`src/hw/idec_pkg.sv`:
```
//********************************************************************
// idec_pkg
// opcode fields, CR/SR bit map, widths and enums for the decode stage
//********************************************************************
package idec_pkg;

    typedef logic [7:0]  inst_t;        // one instruction byte
    typedef logic [1:0]  reg_ptr_t;     // register file index
    typedef logic [11:0] addr_t;        // data / program address
    typedef logic [7:0]  imm_t;
    typedef logic [7:0]  ctrl_reg_t;    // CR, also SR

    typedef enum logic [3:0] {
        EXEC_NOP,
        ALU_ADD,
        ALU_SUB,
        ALU_AND,
        ALU_OR,
        ALU_XOR,
        MEM_RD,
        MEM_WR,
        CPU_JMP,
        CPU_CALL,
        CPU_RET
    } exec_op_t;

    typedef enum logic [2:0] {
        CR_NONE,
        CR_SET_BCZ,
        CR_SET_BCNZ,
        CR_CLR_BC,
        CR_SET_ADR,
        CR_RST_ADR
    } cr_op_t;

    // base op, inst[7:5]
    localparam logic [2:0] BASE_CTRL = 3'd0;
    localparam logic [2:0] BASE_ADD  = 3'd1;
    localparam logic [2:0] BASE_SUB  = 3'd2;
    localparam logic [2:0] BASE_AND  = 3'd3;
    localparam logic [2:0] BASE_OR   = 3'd4;
    localparam logic [2:0] BASE_XOR  = 3'd5;
    localparam logic [2:0] BASE_LD   = 3'd6;
    localparam logic [2:0] BASE_ST   = 3'd7;

    // control group, inst[4:3]
    localparam logic [1:0] SUB_MISC = 2'd0;
    localparam logic [1:0] SUB_USR  = 2'd1;
    localparam logic [1:0] SUB_JMP  = 2'd2;
    localparam logic [1:0] SUB_CALL = 2'd3;

    // misc codes, inst[2:0]
    localparam logic [2:0] NOP          = 3'd0;
    localparam logic [2:0] RET          = 3'd1;
    localparam logic [2:0] HALT         = 3'd2;
    localparam logic [2:0] SET_BCZ      = 3'd3;
    localparam logic [2:0] SET_BCNZ     = 3'd4;
    localparam logic [2:0] CLR_BC       = 3'd5;
    localparam logic [2:0] SET_ADR_MODE = 3'd6;
    localparam logic [2:0] RST_ADR_MODE = 3'd7;

    localparam int ALU_IMM_BIT = 4;

    localparam int CR_BCZ_BIT  = 0;
    localparam int CR_BCNZ_BIT = 1;
    localparam int CR_SP_LSB   = 2;     // sp msb 10..8 in cr[4:2]
    localparam int CR_ADR_BIT  = 5;

    localparam ctrl_reg_t CR_RESET = ctrl_reg_t'(8'h07 << CR_SP_LSB);  // 8'h1c

    localparam int SR_OVF_BIT = 0;
    localparam int SR_NZ_BIT  = 2;
    localparam int SR_Z_BIT   = 3;

endpackage
```
`src/hw/decode_bus_if.sv`:
```
//********************************************************************
// decode_bus_if
// decoded byte fields, byte decoder to execute register stage
//********************************************************************
interface decode_bus_if
    import idec_pkg::*;
();
    exec_op_t op;
    reg_ptr_t src0;
    reg_ptr_t src1;
    reg_ptr_t dst;
    logic     src0_rd;
    logic     src1_rd;
    addr_t    addr;
    imm_t     imm;
    logic     imm_vld;      // alu second byte
    logic     addr_vld;     // ld/st/jmp/call second byte
    logic     first_byte;   // accepted opcode byte

    modport decoder (output op, src0, src1, dst, src0_rd, src1_rd,
                     addr, imm, imm_vld, addr_vld, first_byte);
    modport stage   (input  op, src0, src1, dst, src0_rd, src1_rd,
                     addr, imm, imm_vld, addr_vld, first_byte);
endinterface

```
`src/hw/inst_decoder.sv`:
```
//********************************************************************
// inst_decoder
// instruction decode stage, byte decoder, CR/branch and exec regs
//********************************************************************
module inst_decoder
    import idec_pkg::*;
(
    input  logic      clk,
    input  logic      reset_,
    input  logic      idecode_en,
    input  inst_t     inst_i,
    input  ctrl_reg_t sr,
    input  ctrl_reg_t cr_update,
    input  logic      cr_update_en,
    output exec_op_t  exec_ctrl,
    output reg_ptr_t  exec_src0_reg,
    output logic      exec_src0_reg_rd_en,
    output reg_ptr_t  exec_src1_reg,
    output logic      exec_src1_reg_rd_en,
    output reg_ptr_t  exec_dst_reg,
    output addr_t     exec_addr,
    output imm_t      exec_imm_val,
    output logic      exec_imm_val_vld,
    output logic      decode2ifetch_en,
    output logic      decode2exec_en,
    output ctrl_reg_t cr
);
    cr_op_t cr_op;
    logic   halt_req;
    logic   ignore_byte;    // RET window or halted
    logic   branch_ok;

    decode_bus_if dec_bus ();

    inst_byte_decode u_byte_decode (
        .clk         (clk),
        .reset_      (reset_),
        .idecode_en  (idecode_en),
        .inst        (inst_i),
        .ignore_byte (ignore_byte),
        .cr_op       (cr_op),
        .halt_req    (halt_req),
        .bus         (dec_bus.decoder)
    );

    branch_ctrl u_branch_ctrl (
        .clk          (clk),
        .reset_       (reset_),
        .cr_op        (cr_op),
        .cr_update    (cr_update),
        .cr_update_en (cr_update_en),
        .sr           (sr),
        .cr           (cr),
        .branch_ok    (branch_ok)
    );

    exec_stage_reg u_exec_stage (
        .clk                 (clk),
        .reset_              (reset_),
        .idecode_en          (idecode_en),
        .branch_ok           (branch_ok),
        .halt_req            (halt_req),
        .bus                 (dec_bus.stage),
        .exec_ctrl           (exec_ctrl),
        .exec_src0_reg       (exec_src0_reg),
        .exec_src1_reg       (exec_src1_reg),
        .exec_dst_reg        (exec_dst_reg),
        .exec_src0_reg_rd_en (exec_src0_reg_rd_en),
        .exec_src1_reg_rd_en (exec_src1_reg_rd_en),
        .exec_addr           (exec_addr),
        .exec_imm_val        (exec_imm_val),
        .exec_imm_val_vld    (exec_imm_val_vld),
        .decode2ifetch_en    (decode2ifetch_en),
        .decode2exec_en      (decode2exec_en),
        .ignore_byte         (ignore_byte)
    );

endmodule

```
`src/hw/exec_stage_reg.sv`:
```
//********************************************************************
// exec_stage_reg
// registered execute controls, halt state and the RET restore window
//********************************************************************
module exec_stage_reg
    import idec_pkg::*;
(
    input  logic     clk,
    input  logic     reset_,
    input  logic     idecode_en,
    input  logic     branch_ok,
    input  logic     halt_req,
    decode_bus_if.stage bus,
    output exec_op_t exec_ctrl,
    output reg_ptr_t exec_src0_reg,
    output reg_ptr_t exec_src1_reg,
    output reg_ptr_t exec_dst_reg,
    output logic     exec_src0_reg_rd_en,
    output logic     exec_src1_reg_rd_en,
    output addr_t    exec_addr,
    output imm_t     exec_imm_val,
    output logic     exec_imm_val_vld,
    output logic     decode2ifetch_en,
    output logic     decode2exec_en,
    output logic     ignore_byte
);
    exec_op_t   op_gated;
    logic       exec_en;
    logic       halted;     // sticky until reset
    logic [3:0] ret_sh;     // one bit per cycle after RET
    logic       ret_start;

    // untaken jmp/call becomes a nop
    assign op_gated = ((bus.op == CPU_JMP || bus.op == CPU_CALL) && !branch_ok) ?
                      EXEC_NOP : bus.op;
    assign ret_start = bus.first_byte && (bus.op == CPU_RET);

    assign decode2ifetch_en = ~halted & ~(ret_sh[0] | ret_sh[1]);   // 2 cycle stall
    assign decode2exec_en   = exec_en & ~halted;
    assign ignore_byte      = halted | (|ret_sh);                   // 4 bytes dropped

    always_ff @(posedge clk) begin
        if (!reset_) begin
            exec_ctrl           <= EXEC_NOP;
            exec_src0_reg       <= '0;
            exec_src1_reg       <= '0;
            exec_dst_reg        <= '0;
            exec_src0_reg_rd_en <= 1'b0;
            exec_src1_reg_rd_en <= 1'b0;
            exec_addr           <= '0;
            exec_imm_val        <= '0;
            exec_imm_val_vld    <= 1'b0;
            exec_en             <= 1'b0;
            halted              <= 1'b0;
            ret_sh              <= '0;
        end else begin
            if (idecode_en) begin
                exec_ctrl           <= op_gated;
                exec_src0_reg_rd_en <= bus.src0_rd;
                exec_src1_reg_rd_en <= bus.src1_rd;
                exec_imm_val_vld    <= bus.imm_vld;
            end else begin
                exec_src0_reg_rd_en <= 1'b0;        // idle, fields hold
                exec_src1_reg_rd_en <= 1'b0;
            end
            if (bus.first_byte) begin
                exec_src0_reg <= bus.src0;
                exec_src1_reg <= bus.src1;
                exec_dst_reg  <= bus.dst;
            end
            if (bus.addr_vld) begin
                exec_addr <= bus.addr;
            end
            if (bus.imm_vld) begin
                exec_imm_val <= bus.imm;
            end
            exec_en <= bus.first_byte;
            halted  <= halted | halt_req;
            ret_sh  <= {ret_sh[2:0], ret_start};
        end
    end

endmodule

```
`src/hw/branch_ctrl.sv`:
```
//********************************************************************
// branch_ctrl
// control register with external write port, and the branch
// condition taken from CR and SR
//********************************************************************
module branch_ctrl
    import idec_pkg::*;
(
    input  logic      clk,
    input  logic      reset_,
    input  cr_op_t    cr_op,
    input  ctrl_reg_t cr_update,
    input  logic      cr_update_en,
    input  ctrl_reg_t sr,
    output ctrl_reg_t cr,
    output logic      branch_ok
);
    ctrl_reg_t cr_next;

    // external write first, instruction bit change on top
    always_comb begin
        cr_next = cr_update_en ? cr_update : cr;
        case (cr_op)
            CR_SET_BCZ:  cr_next[CR_BCZ_BIT] = 1'b1;
            CR_SET_BCNZ: cr_next[CR_BCNZ_BIT] = 1'b1;
            CR_CLR_BC: begin
                cr_next[CR_BCZ_BIT]  = 1'b0;
                cr_next[CR_BCNZ_BIT] = 1'b0;
            end
            CR_SET_ADR:  cr_next[CR_ADR_BIT] = 1'b1;
            CR_RST_ADR:  cr_next[CR_ADR_BIT] = 1'b0;
            default: ;                      // no change
        endcase
    end

    always_ff @(posedge clk) begin
        if (!reset_) begin
            cr <= CR_RESET;
        end else begin
            cr <= cr_next;
        end
    end

    // {bcnz, bcz} selects the status flag
    always_comb begin
        case ({cr[CR_BCNZ_BIT], cr[CR_BCZ_BIT]})
            2'b11:   branch_ok = sr[SR_OVF_BIT];   // branch on overflow
            2'b01:   branch_ok = sr[SR_Z_BIT];
            2'b10:   branch_ok = sr[SR_NZ_BIT];
            default: branch_ok = 1'b1;             // unconditional
        endcase
    end

endmodule

```
`src/hw/inst_byte_decode.sv`:
```
//********************************************************************
// inst_byte_decode
// splits opcode and operand bytes into execute fields, tracks
// whether the next byte is an immediate or a low address byte
//********************************************************************
module inst_byte_decode
    import idec_pkg::*;
(
    input  logic   clk,
    input  logic   reset_,
    input  logic   idecode_en,
    input  inst_t  inst,
    input  logic   ignore_byte,
    output cr_op_t cr_op,
    output logic   halt_req,
    decode_bus_if.decoder bus
);
    logic  imm_mode;        // next byte is operand
    logic  imm_mode_next;
    logic  accept;
    inst_t prev_inst;       // opcode byte of a two-byte instruction

    function automatic exec_op_t alu_op(input logic [2:0] base);
        case (base)
            BASE_ADD: alu_op = ALU_ADD;
            BASE_SUB: alu_op = ALU_SUB;
            BASE_AND: alu_op = ALU_AND;
            BASE_OR:  alu_op = ALU_OR;
            default:  alu_op = ALU_XOR;
        endcase
    endfunction

    assign accept = idecode_en & ~ignore_byte;

    always_comb begin
        bus.op         = EXEC_NOP;
        bus.src0       = inst[3:2];
        bus.src1       = inst[1:0];
        bus.dst        = inst[1:0];
        bus.src0_rd    = 1'b0;
        bus.src1_rd    = 1'b0;
        bus.addr       = {1'b0, prev_inst[2:0], inst};
        bus.imm        = inst;
        bus.imm_vld    = 1'b0;
        bus.addr_vld   = 1'b0;
        bus.first_byte = accept & ~imm_mode;
        cr_op          = CR_NONE;
        halt_req       = 1'b0;
        imm_mode_next  = imm_mode;      // holds across idle cycles

        if (accept && imm_mode) begin
            imm_mode_next = 1'b0;
            case (prev_inst[7:5])
                BASE_ADD, BASE_SUB, BASE_AND, BASE_OR, BASE_XOR: bus.imm_vld = 1'b1;
                default: bus.addr_vld = 1'b1;       // ld, st, jmp, call
            endcase
        end else if (accept) begin
            case (inst[7:5])
                BASE_CTRL: begin
                    case (inst[4:3])
                        SUB_MISC: begin
                            case (inst[2:0])
                                NOP:          bus.op = EXEC_NOP;
                                RET:          bus.op = CPU_RET;
                                HALT:         halt_req = 1'b1;
                                SET_BCZ:      cr_op = CR_SET_BCZ;
                                SET_BCNZ:     cr_op = CR_SET_BCNZ;
                                CLR_BC:       cr_op = CR_CLR_BC;
                                SET_ADR_MODE: cr_op = CR_SET_ADR;
                                RST_ADR_MODE: cr_op = CR_RST_ADR;
                                default:      bus.op = EXEC_NOP;
                            endcase
                        end
                        SUB_USR: bus.op = EXEC_NOP;     // not implemented
                        SUB_JMP: begin
                            bus.op        = CPU_JMP;
                            imm_mode_next = 1'b1;
                        end
                        SUB_CALL: begin
                            bus.op        = CPU_CALL;
                            imm_mode_next = 1'b1;
                        end
                        default: bus.op = EXEC_NOP;
                    endcase
                end
                BASE_ADD, BASE_SUB, BASE_AND, BASE_OR, BASE_XOR: begin
                    bus.op        = alu_op(inst[7:5]);
                    bus.src0_rd   = 1'b1;
                    bus.src1_rd   = ~inst[ALU_IMM_BIT];
                    imm_mode_next = inst[ALU_IMM_BIT];
                end
                BASE_LD: begin
                    bus.op        = MEM_RD;
                    bus.dst       = inst[4:3];
                    imm_mode_next = 1'b1;
                end
                BASE_ST: begin
                    bus.op        = MEM_WR;
                    bus.src0      = inst[4:3];
                    bus.src0_rd   = 1'b1;
                    imm_mode_next = 1'b1;
                end
                default: bus.op = EXEC_NOP;
            endcase
        end
    end

    always_ff @(posedge clk) begin
        if (!reset_) begin
            imm_mode <= 1'b0;
        end else begin
            imm_mode <= imm_mode_next;
        end
    end

    always_ff @(posedge clk) begin
        if (bus.first_byte) begin
            prev_inst <= inst;
        end
    end

endmodule

```
`config.mk`:
```
export PLATFORM = sky130hd
export DESIGN_NAME = inst_decoder
export DESIGN_NICKNAME = d
export VERILOG_FILES = /design/src/hw/idec_pkg.sv /design/src/hw/decode_bus_if.sv /design/src/hw/inst_decoder.sv /design/src/hw/exec_stage_reg.sv /design/src/hw/branch_ctrl.sv /design/src/hw/inst_byte_decode.sv
export SDC_FILE = /design/constraint.sdc
export NUM_CORES = 1
export LEC_CHECK = 0
export BUFFER_PORTS_ARGS = -buffer_cell sky130_fd_sc_hd__buf_2
export CAP_MARGIN = 20
export CELL_PAD_IN_SITES_DETAIL_PLACEMENT = 1
export CELL_PAD_IN_SITES_GLOBAL_PLACEMENT = 1
export CORE_AREA = 5 5 115 74
export CTS_CLUSTER_DIAMETER = 30
export DETAILED_ROUTE_END_ITERATION = 7
export DIE_AREA = 0 0 120 79
export MAX_ROUTING_LAYER = met4
export PLACE_DENSITY_LB_ADDON = 0.1
export SETUP_SLACK_MARGIN = 0.2
export SYNTH_ARGS = -nofsm -noshare
export SYNTH_HDL_FRONTEND = slang
export SYNTH_SLANG_ARGS = --single-unit
```
`constraint.sdc`:
```
create_clock -name clk -period 1.45 [get_ports clk]
set_input_delay 0.29 -clock clk [delete_from_list [all_inputs] [get_ports clk]]
set_output_delay 0.29 -clock clk [all_outputs]
set_load 0.01 [all_outputs]
```
=== Word level (Yosys, flattened, before mapping) ===
Cells that the tools add are included.

* Flip-flop bits (word level): 55
* Input bits: 28
* Output and inout port bits: 43
* Logic and storage cells: 123

* Equality and inequality tests: 34
* Muxes and demuxes: 35
* Bitwise operators: 16
* Reductions and logical operators: 20

{| class="wikitable"
|+ Operators by type and width
! cell !! number
|-
| equality test 3 bit (second input constant) || 12
|-
| one-hot mux 4 bit (4 select lines) || 2
|-
| equality test 3 x 2 -> 1 bit (second input constant) || 8
|-
| two-way mux 4 bit || 4
|-
| one-hot mux 3 bit (5 select lines) || 1
|-
| OR reduction 5 bit || 3
|-
| equality test 3 x 1 -> 1 bit (second input constant) || 4
|-
| equality test 4 bit (second input constant) || 3
|-
| two-way mux 2 bit || 6
|-
| two-way mux 3 bit || 4
|-
| one-hot mux 3 bit (4 select lines) || 1
|-
| two-way mux 1 bit || 11
|-
| inverter 1 bit || 9
|-
| nonzero test 3 bit || 3
|-
| equality test 2 bit (second input constant) || 4
|-
| OR reduction 4 bit || 2
|-
| two-way mux 6 bit || 1
|-
| one-hot mux 1 bit (2 select lines) || 3
|-
| one-hot mux 1 bit (3 select lines) || 2
|-
| OR reduction 2 bit || 3
|-
| OR reduction 6 bit || 1
|-
| bitwise AND 1 bit || 4
|-
| equality test 2 x 1 -> 1 bit (second input constant) || 2
|-
| logical AND 1 bit || 3
|-
| other kinds (7) || 9
|}

=== Depth between registers and ports, before layout ===
* Depth in word-level cells: 10
* Mapped depth: 6
* Gate-level depth less buffers: 5

=== Modules after synthesis ===
A second synthesis with hierarchy kept.

* Cells, all modules: 232
* Area, all modules: 2428.6 um^2

{| class="wikitable"
|+ Modules (own cells, without submodules)
! module !! instances !! cells an instance !! area each (um^2) !! sequential area each (um^2)
|-
| exec_stage_reg || 1 || 125 || 1427.6 || 780.7
|-
| inst_byte_decode || 1 || 73 || 640.6 || 200.2
|-
| branch_ctrl || 1 || 34 || 360.3 || 160.2
|}

=== Worst setup path before layout ===
OpenSTA, ideal clock, no wires.

* Path kind: reg-to-reg
* From: register u_exec_stage.ret_sh[1]
* To: register u_byte_decode.prev_inst[0] (enable)
* Setup time: 321 ps
* Arrival: 1271 ps
* Data required time: 1129 ps
* Path slack: -142 ps
* Cell stages (with the launch flop): 5
* Path buffers: 1
* Period minus slack after synthesis: 1592 ps
* Cells stage by stage: dfxtp_1 nor3_4 nand3b_1 inv_1 buf_2

* Cells in the longest elaborated chain, start to end: 5

{| class="wikitable"
|+ RTL lines
! what !! RTL line !! RTL
|-
| from (decl) || exec_stage_reg.sv:30 || <nowiki>logic [3:0] ret_sh;</nowiki>
|-
| from (signal assigned) || exec_stage_reg.sv:79 || <nowiki>ret_sh <= {ret_sh[2:0], ret_start};</nowiki>
|-
| OR reduction 4 bit || exec_stage_reg.sv:40 || <nowiki>assign ignore_byte = halted | (|ret_sh);</nowiki>
|-
| bitwise OR 1 bit || exec_stage_reg.sv:40 ||
|-
| inverter 1 bit || inst_byte_decode.sv:33 || <nowiki>assign accept = idecode_en & ~ignore_byte;</nowiki>
|-
| bitwise AND 1 bit || inst_byte_decode.sv:33 ||
|-
| bitwise AND 1 bit || inst_byte_decode.sv:46 || <nowiki>bus.first_byte = accept & ~imm_mode;</nowiki>
|-
| net dec_bus.first_byte || decode_bus_if.sv:18 || <nowiki>logic first_byte;</nowiki>
|-
| to (signal assigned) || inst_byte_decode.sv:118 || <nowiki>prev_inst <= inst;</nowiki>
|-
| to (decl) || inst_byte_decode.sv:21 || <nowiki>inst_t prev_inst;</nowiki>
|}

The timed path passes the listed nets, and every way through them passes these cells.
A chain may end at the register's enable or synchronous reset.

=== Worst setup path after layout ===
* From: register u_exec_stage.ret_sh[3]
* To: register u_exec_stage.exec_imm_val[2]

* Cells in the longest elaborated chain, start to end: 6

{| class="wikitable"
|+ RTL lines
! what !! RTL line !! RTL
|-
| OR reduction 4 bit || exec_stage_reg.sv:40 ||
|-
| bitwise OR 1 bit || exec_stage_reg.sv:40 ||
|-
| inverter 1 bit || inst_byte_decode.sv:33 ||
|-
| bitwise AND 1 bit || inst_byte_decode.sv:33 ||
|-
| logical AND 1 bit || inst_byte_decode.sv:51 || <nowiki>if (accept && imm_mode) begin</nowiki>
|-
| two-way mux 1 bit || inst_byte_decode.sv:51 ||
|-
| to (signal assigned) || exec_stage_reg.sv:75 || <nowiki>exec_imm_val <= bus.imm;</nowiki>
|-
| to (decl) || exec_stage_reg.sv:21 || <nowiki>output imm_t exec_imm_val,</nowiki>
|}

Every way passes these cells.

==> results.md <==
* Count of different cell masters after synthesis at 40
* First-pass GRT wire length at 10.7 mm
* Slew Limit Fails at 0
* Fin crit period at 1.68 ns
* Failing checks: negative setup slack
* Most flop-heavy register: u_exec_stage.exec_addr
* Vias post-DR at 1937
* P_leak at 1.58 nW
* Die area at 9480 µm²
* Crit path max-delay family: simple AND/OR/NAND/NOR gates
* Area after DPL at 2810 µm²
* Drt first pass iters at 4
* Maximum VDD drop at 0.000445 V
* WP data arrival at 1.86 ns
* Placer congestion estimate at 0.718
* Peak Freq at 595 MHz
* Detail Placement HPWL at 4.64 mm
* Critical path's slowest cell: or4b_4
* Endpoint class of the critical path: flop
* Number of global-route vias before repair at 2009
* Synth Register Bits at 53
* Sw frac at 24.2%
* Fill cells at 833
* Critical path fanouts, max at 5
* # IOs at 71
* Max Clock Skew at 0.00666 ns
* Drt total wl at 6.68 mm
* Yosys warning total at 0
* CTS H-tree lvls at 2
* Required time worst endpoint at 1.63 ns
* Initial DRC Count at 70
* Top FF cell, synth: dfxtp_1
* Worst Hold Class: in2reg
* Congestion Overflow GR at 0
* Async S/R FF share, synth at 0%
* CTS Sinks at 53
* Max cap viols at 0
* Largest stage delay on the critical path at 0.56 ns
* Cell count after synthesis at 211
* Post-synth EDFFs at 6
* Pwr/cell area at 1020 nW/µm²
* Final hold vios at 0
* Setup slack at placement at -0.274 ns
* Number of flip-flops in the largest register at 11
* Share of power burned in registers at 45.9%
* CP bufs+invs at 1
* Final Power at 3.44 mW
* Setup Viol. Count Final at 40
* Kind of critical path: reg2reg
* Die Wd at 120 µm
* GRT Total Usage at 15.1%
* Mapped cell area at 2130 µm²
* Initial Util at 28.5%
* Sw Pwr at 0.833 mW
* Post-route cell area at 3360 µm²
* Biggest regs: u_exec_stage.exec_addr: 11 flops, u_branch_ctrl.cr: 8 flops, u_exec_stage.exec_imm_val: 8 flops
* Unrepaired setup endpoints after global routing: yes
* Row Count at 25
* CTS buffer count at 5
* Bufs on Longest Clock Path at 2
* CTS tree: built
* Largest net degree at the start of global routing at 55
* Detail Route Antenna Nets at 0
* Startpoint Class: flop
* Number of vias per cell at 4.68
* Internal power at 2.60 mW
* Hold slack at 0.216 ns
* Synthesized area per cell at 10.1 µm²
* Fraction of layout cells with a size suffix above 1 at 50.6%
* Initial antenna violation count at 0
* Core ar. at 7480 µm²
* CTS hold repair buffers at 0
* Clk pin slew, worst setup/hold paths at 0.07 ns
* Routed len/inst at 16.1 µm
* Gate power share at 14.8%
* Register area share after synthesis at 52.6%
* Number of port buffers at 64
* Critical path, cell by cell: nor3b_4 -> nand2_2 -> or4b_4 -> buf_8 -> mux2i_1
* Clk_lat worst skew at 0.29 ns
* NumNets Final at 347
* Outcome: complete, but fails checks
* Antenna diodes at 0
* Root buffer cell: clkbuf_16
* Fin cells at 414
* Syn Nets at 239
* Placed insts at 390
* Synthesis-to-layout area growth at 57.8%
* Drc violations at 0
* Crit share post-route at 116%
* Fin worst setup slack at -0.230 ns
* DIE HEIGHT at 79 µm
* Clock network power share at 39.3%
## stage by stage
stage	setup TNS (ns)	util, %
6_report	-4.02	44.9
3_5_place_dp	-5.23	37.6
4_1_cts	-1.69	43.7
5_1_grt	-6.26	44.9
3_3_place_gp	-4.35	37.6
2_1_floorplan	-1.64	-
## final timing paths
kind	startpoint	end	slack [ns]	cells past startpoint
min	cr_update[3]	u_branch_ctrl.cr[3]	0.22	3
max	u_exec_stage.ret_sh[3]	u_exec_stage.exec_imm_val[2]	-0.23	5
max reg2reg	u_exec_stage.ret_sh[3]	u_exec_stage.exec_imm_val[2]	-0.23	5
min reg2reg	u_exec_stage.exec_imm_val[4]	u_exec_stage.exec_imm_val[4]	0.46	2
## layout by cell type (no fill, tap or decap), types with 4 or more instances in the layout
cell,instances
buf_2,62
dfxtp_1,43
buf_4,34
nand2_1,24
mux2i_1,24
buf_6,16
o21ai_1,13
nand3_2,12
nor2b_1,7
and2_1,6
edfxtp_1,6
nand2_2,5
clkbuf_16,5
nand3b_1,4
a21oi_1,4
inv_1,4
o211a_1,4
## repair_timing
action                                 in CTS  in global routing
endpoints found under the hold margin       0                  0
buffers inserted                            7                  5
pin swaps                                  20                  6
resized for setup                          63                 12
gates cloned                                4                  0
setup endpoints to repair                  45                 46
## kinds of logic after synthesis
kind of cell	synth area share (%)
flops	52.6
other cells	0.176
buf+inv	4.00
simple gates	21.9
mux	11.3
compound gates	10.0
## layer usage
layer	part of all wire, %	GRT usage (%)
met5	0	-
met4	0.72	2.74
met3	3.7	4.27
met2	43	21.5
met1	52	21.4
## cells in the mapped netlist (4+ instances only)
cell type / instances / area share [%]
and2_1: 6 / 1.8
o21ai_0: 12 / 2.8
clkbuf_1: 8 / 1.4
inv_1: 5 / 0.88
mux2i_1: 24 / 11
o211a_1: 4 / 1.9
nand2_1: 28 / 4.9
nor2b_1: 8 / 2.4
a21oi_1: 5 / 1.2
nand3b_1: 4 / 1.4
edfxtp_1: 6 / 8.5
nand3_1: 14 / 3.3
dfxtp_1: 47 / 44
## power groups by stage
stage / combinational (mW) / clock (mW) / sequential [mW]
global placement: 0.422 / 0 / 1.61
finish: 0.509 / 1.35 / 1.58
CTS: 0.498 / 1.40 / 1.58
detailed placement: 0.425 / 0 / 1.61
global route: 0.556 / 1.47 / 1.59
floorplan: 0.185 / 0 / 1.63
## worst register-to-register path: cells and delay by family (launching register included)
family / cells / cell delay (ns)
buffers and inverters: 1 / 0.16
DFF: 1 / 0.33
muxes: 1 / 0.12
and+or+nand+nor: 3 / 0.96
## cell type report
class	count	area (µm²)	share of cell area [%]
flip-flops and latches	53	1130	33.6
well taps	94	118	3.50
inverters	5	26.3	0.782
repair buffers	115	796	23.7
multi-input cells	139	1120	33.5
clock inverters	3	41.3	1.23
clock buffers	5	125	3.72
Power figures use the tool's default switching activity.
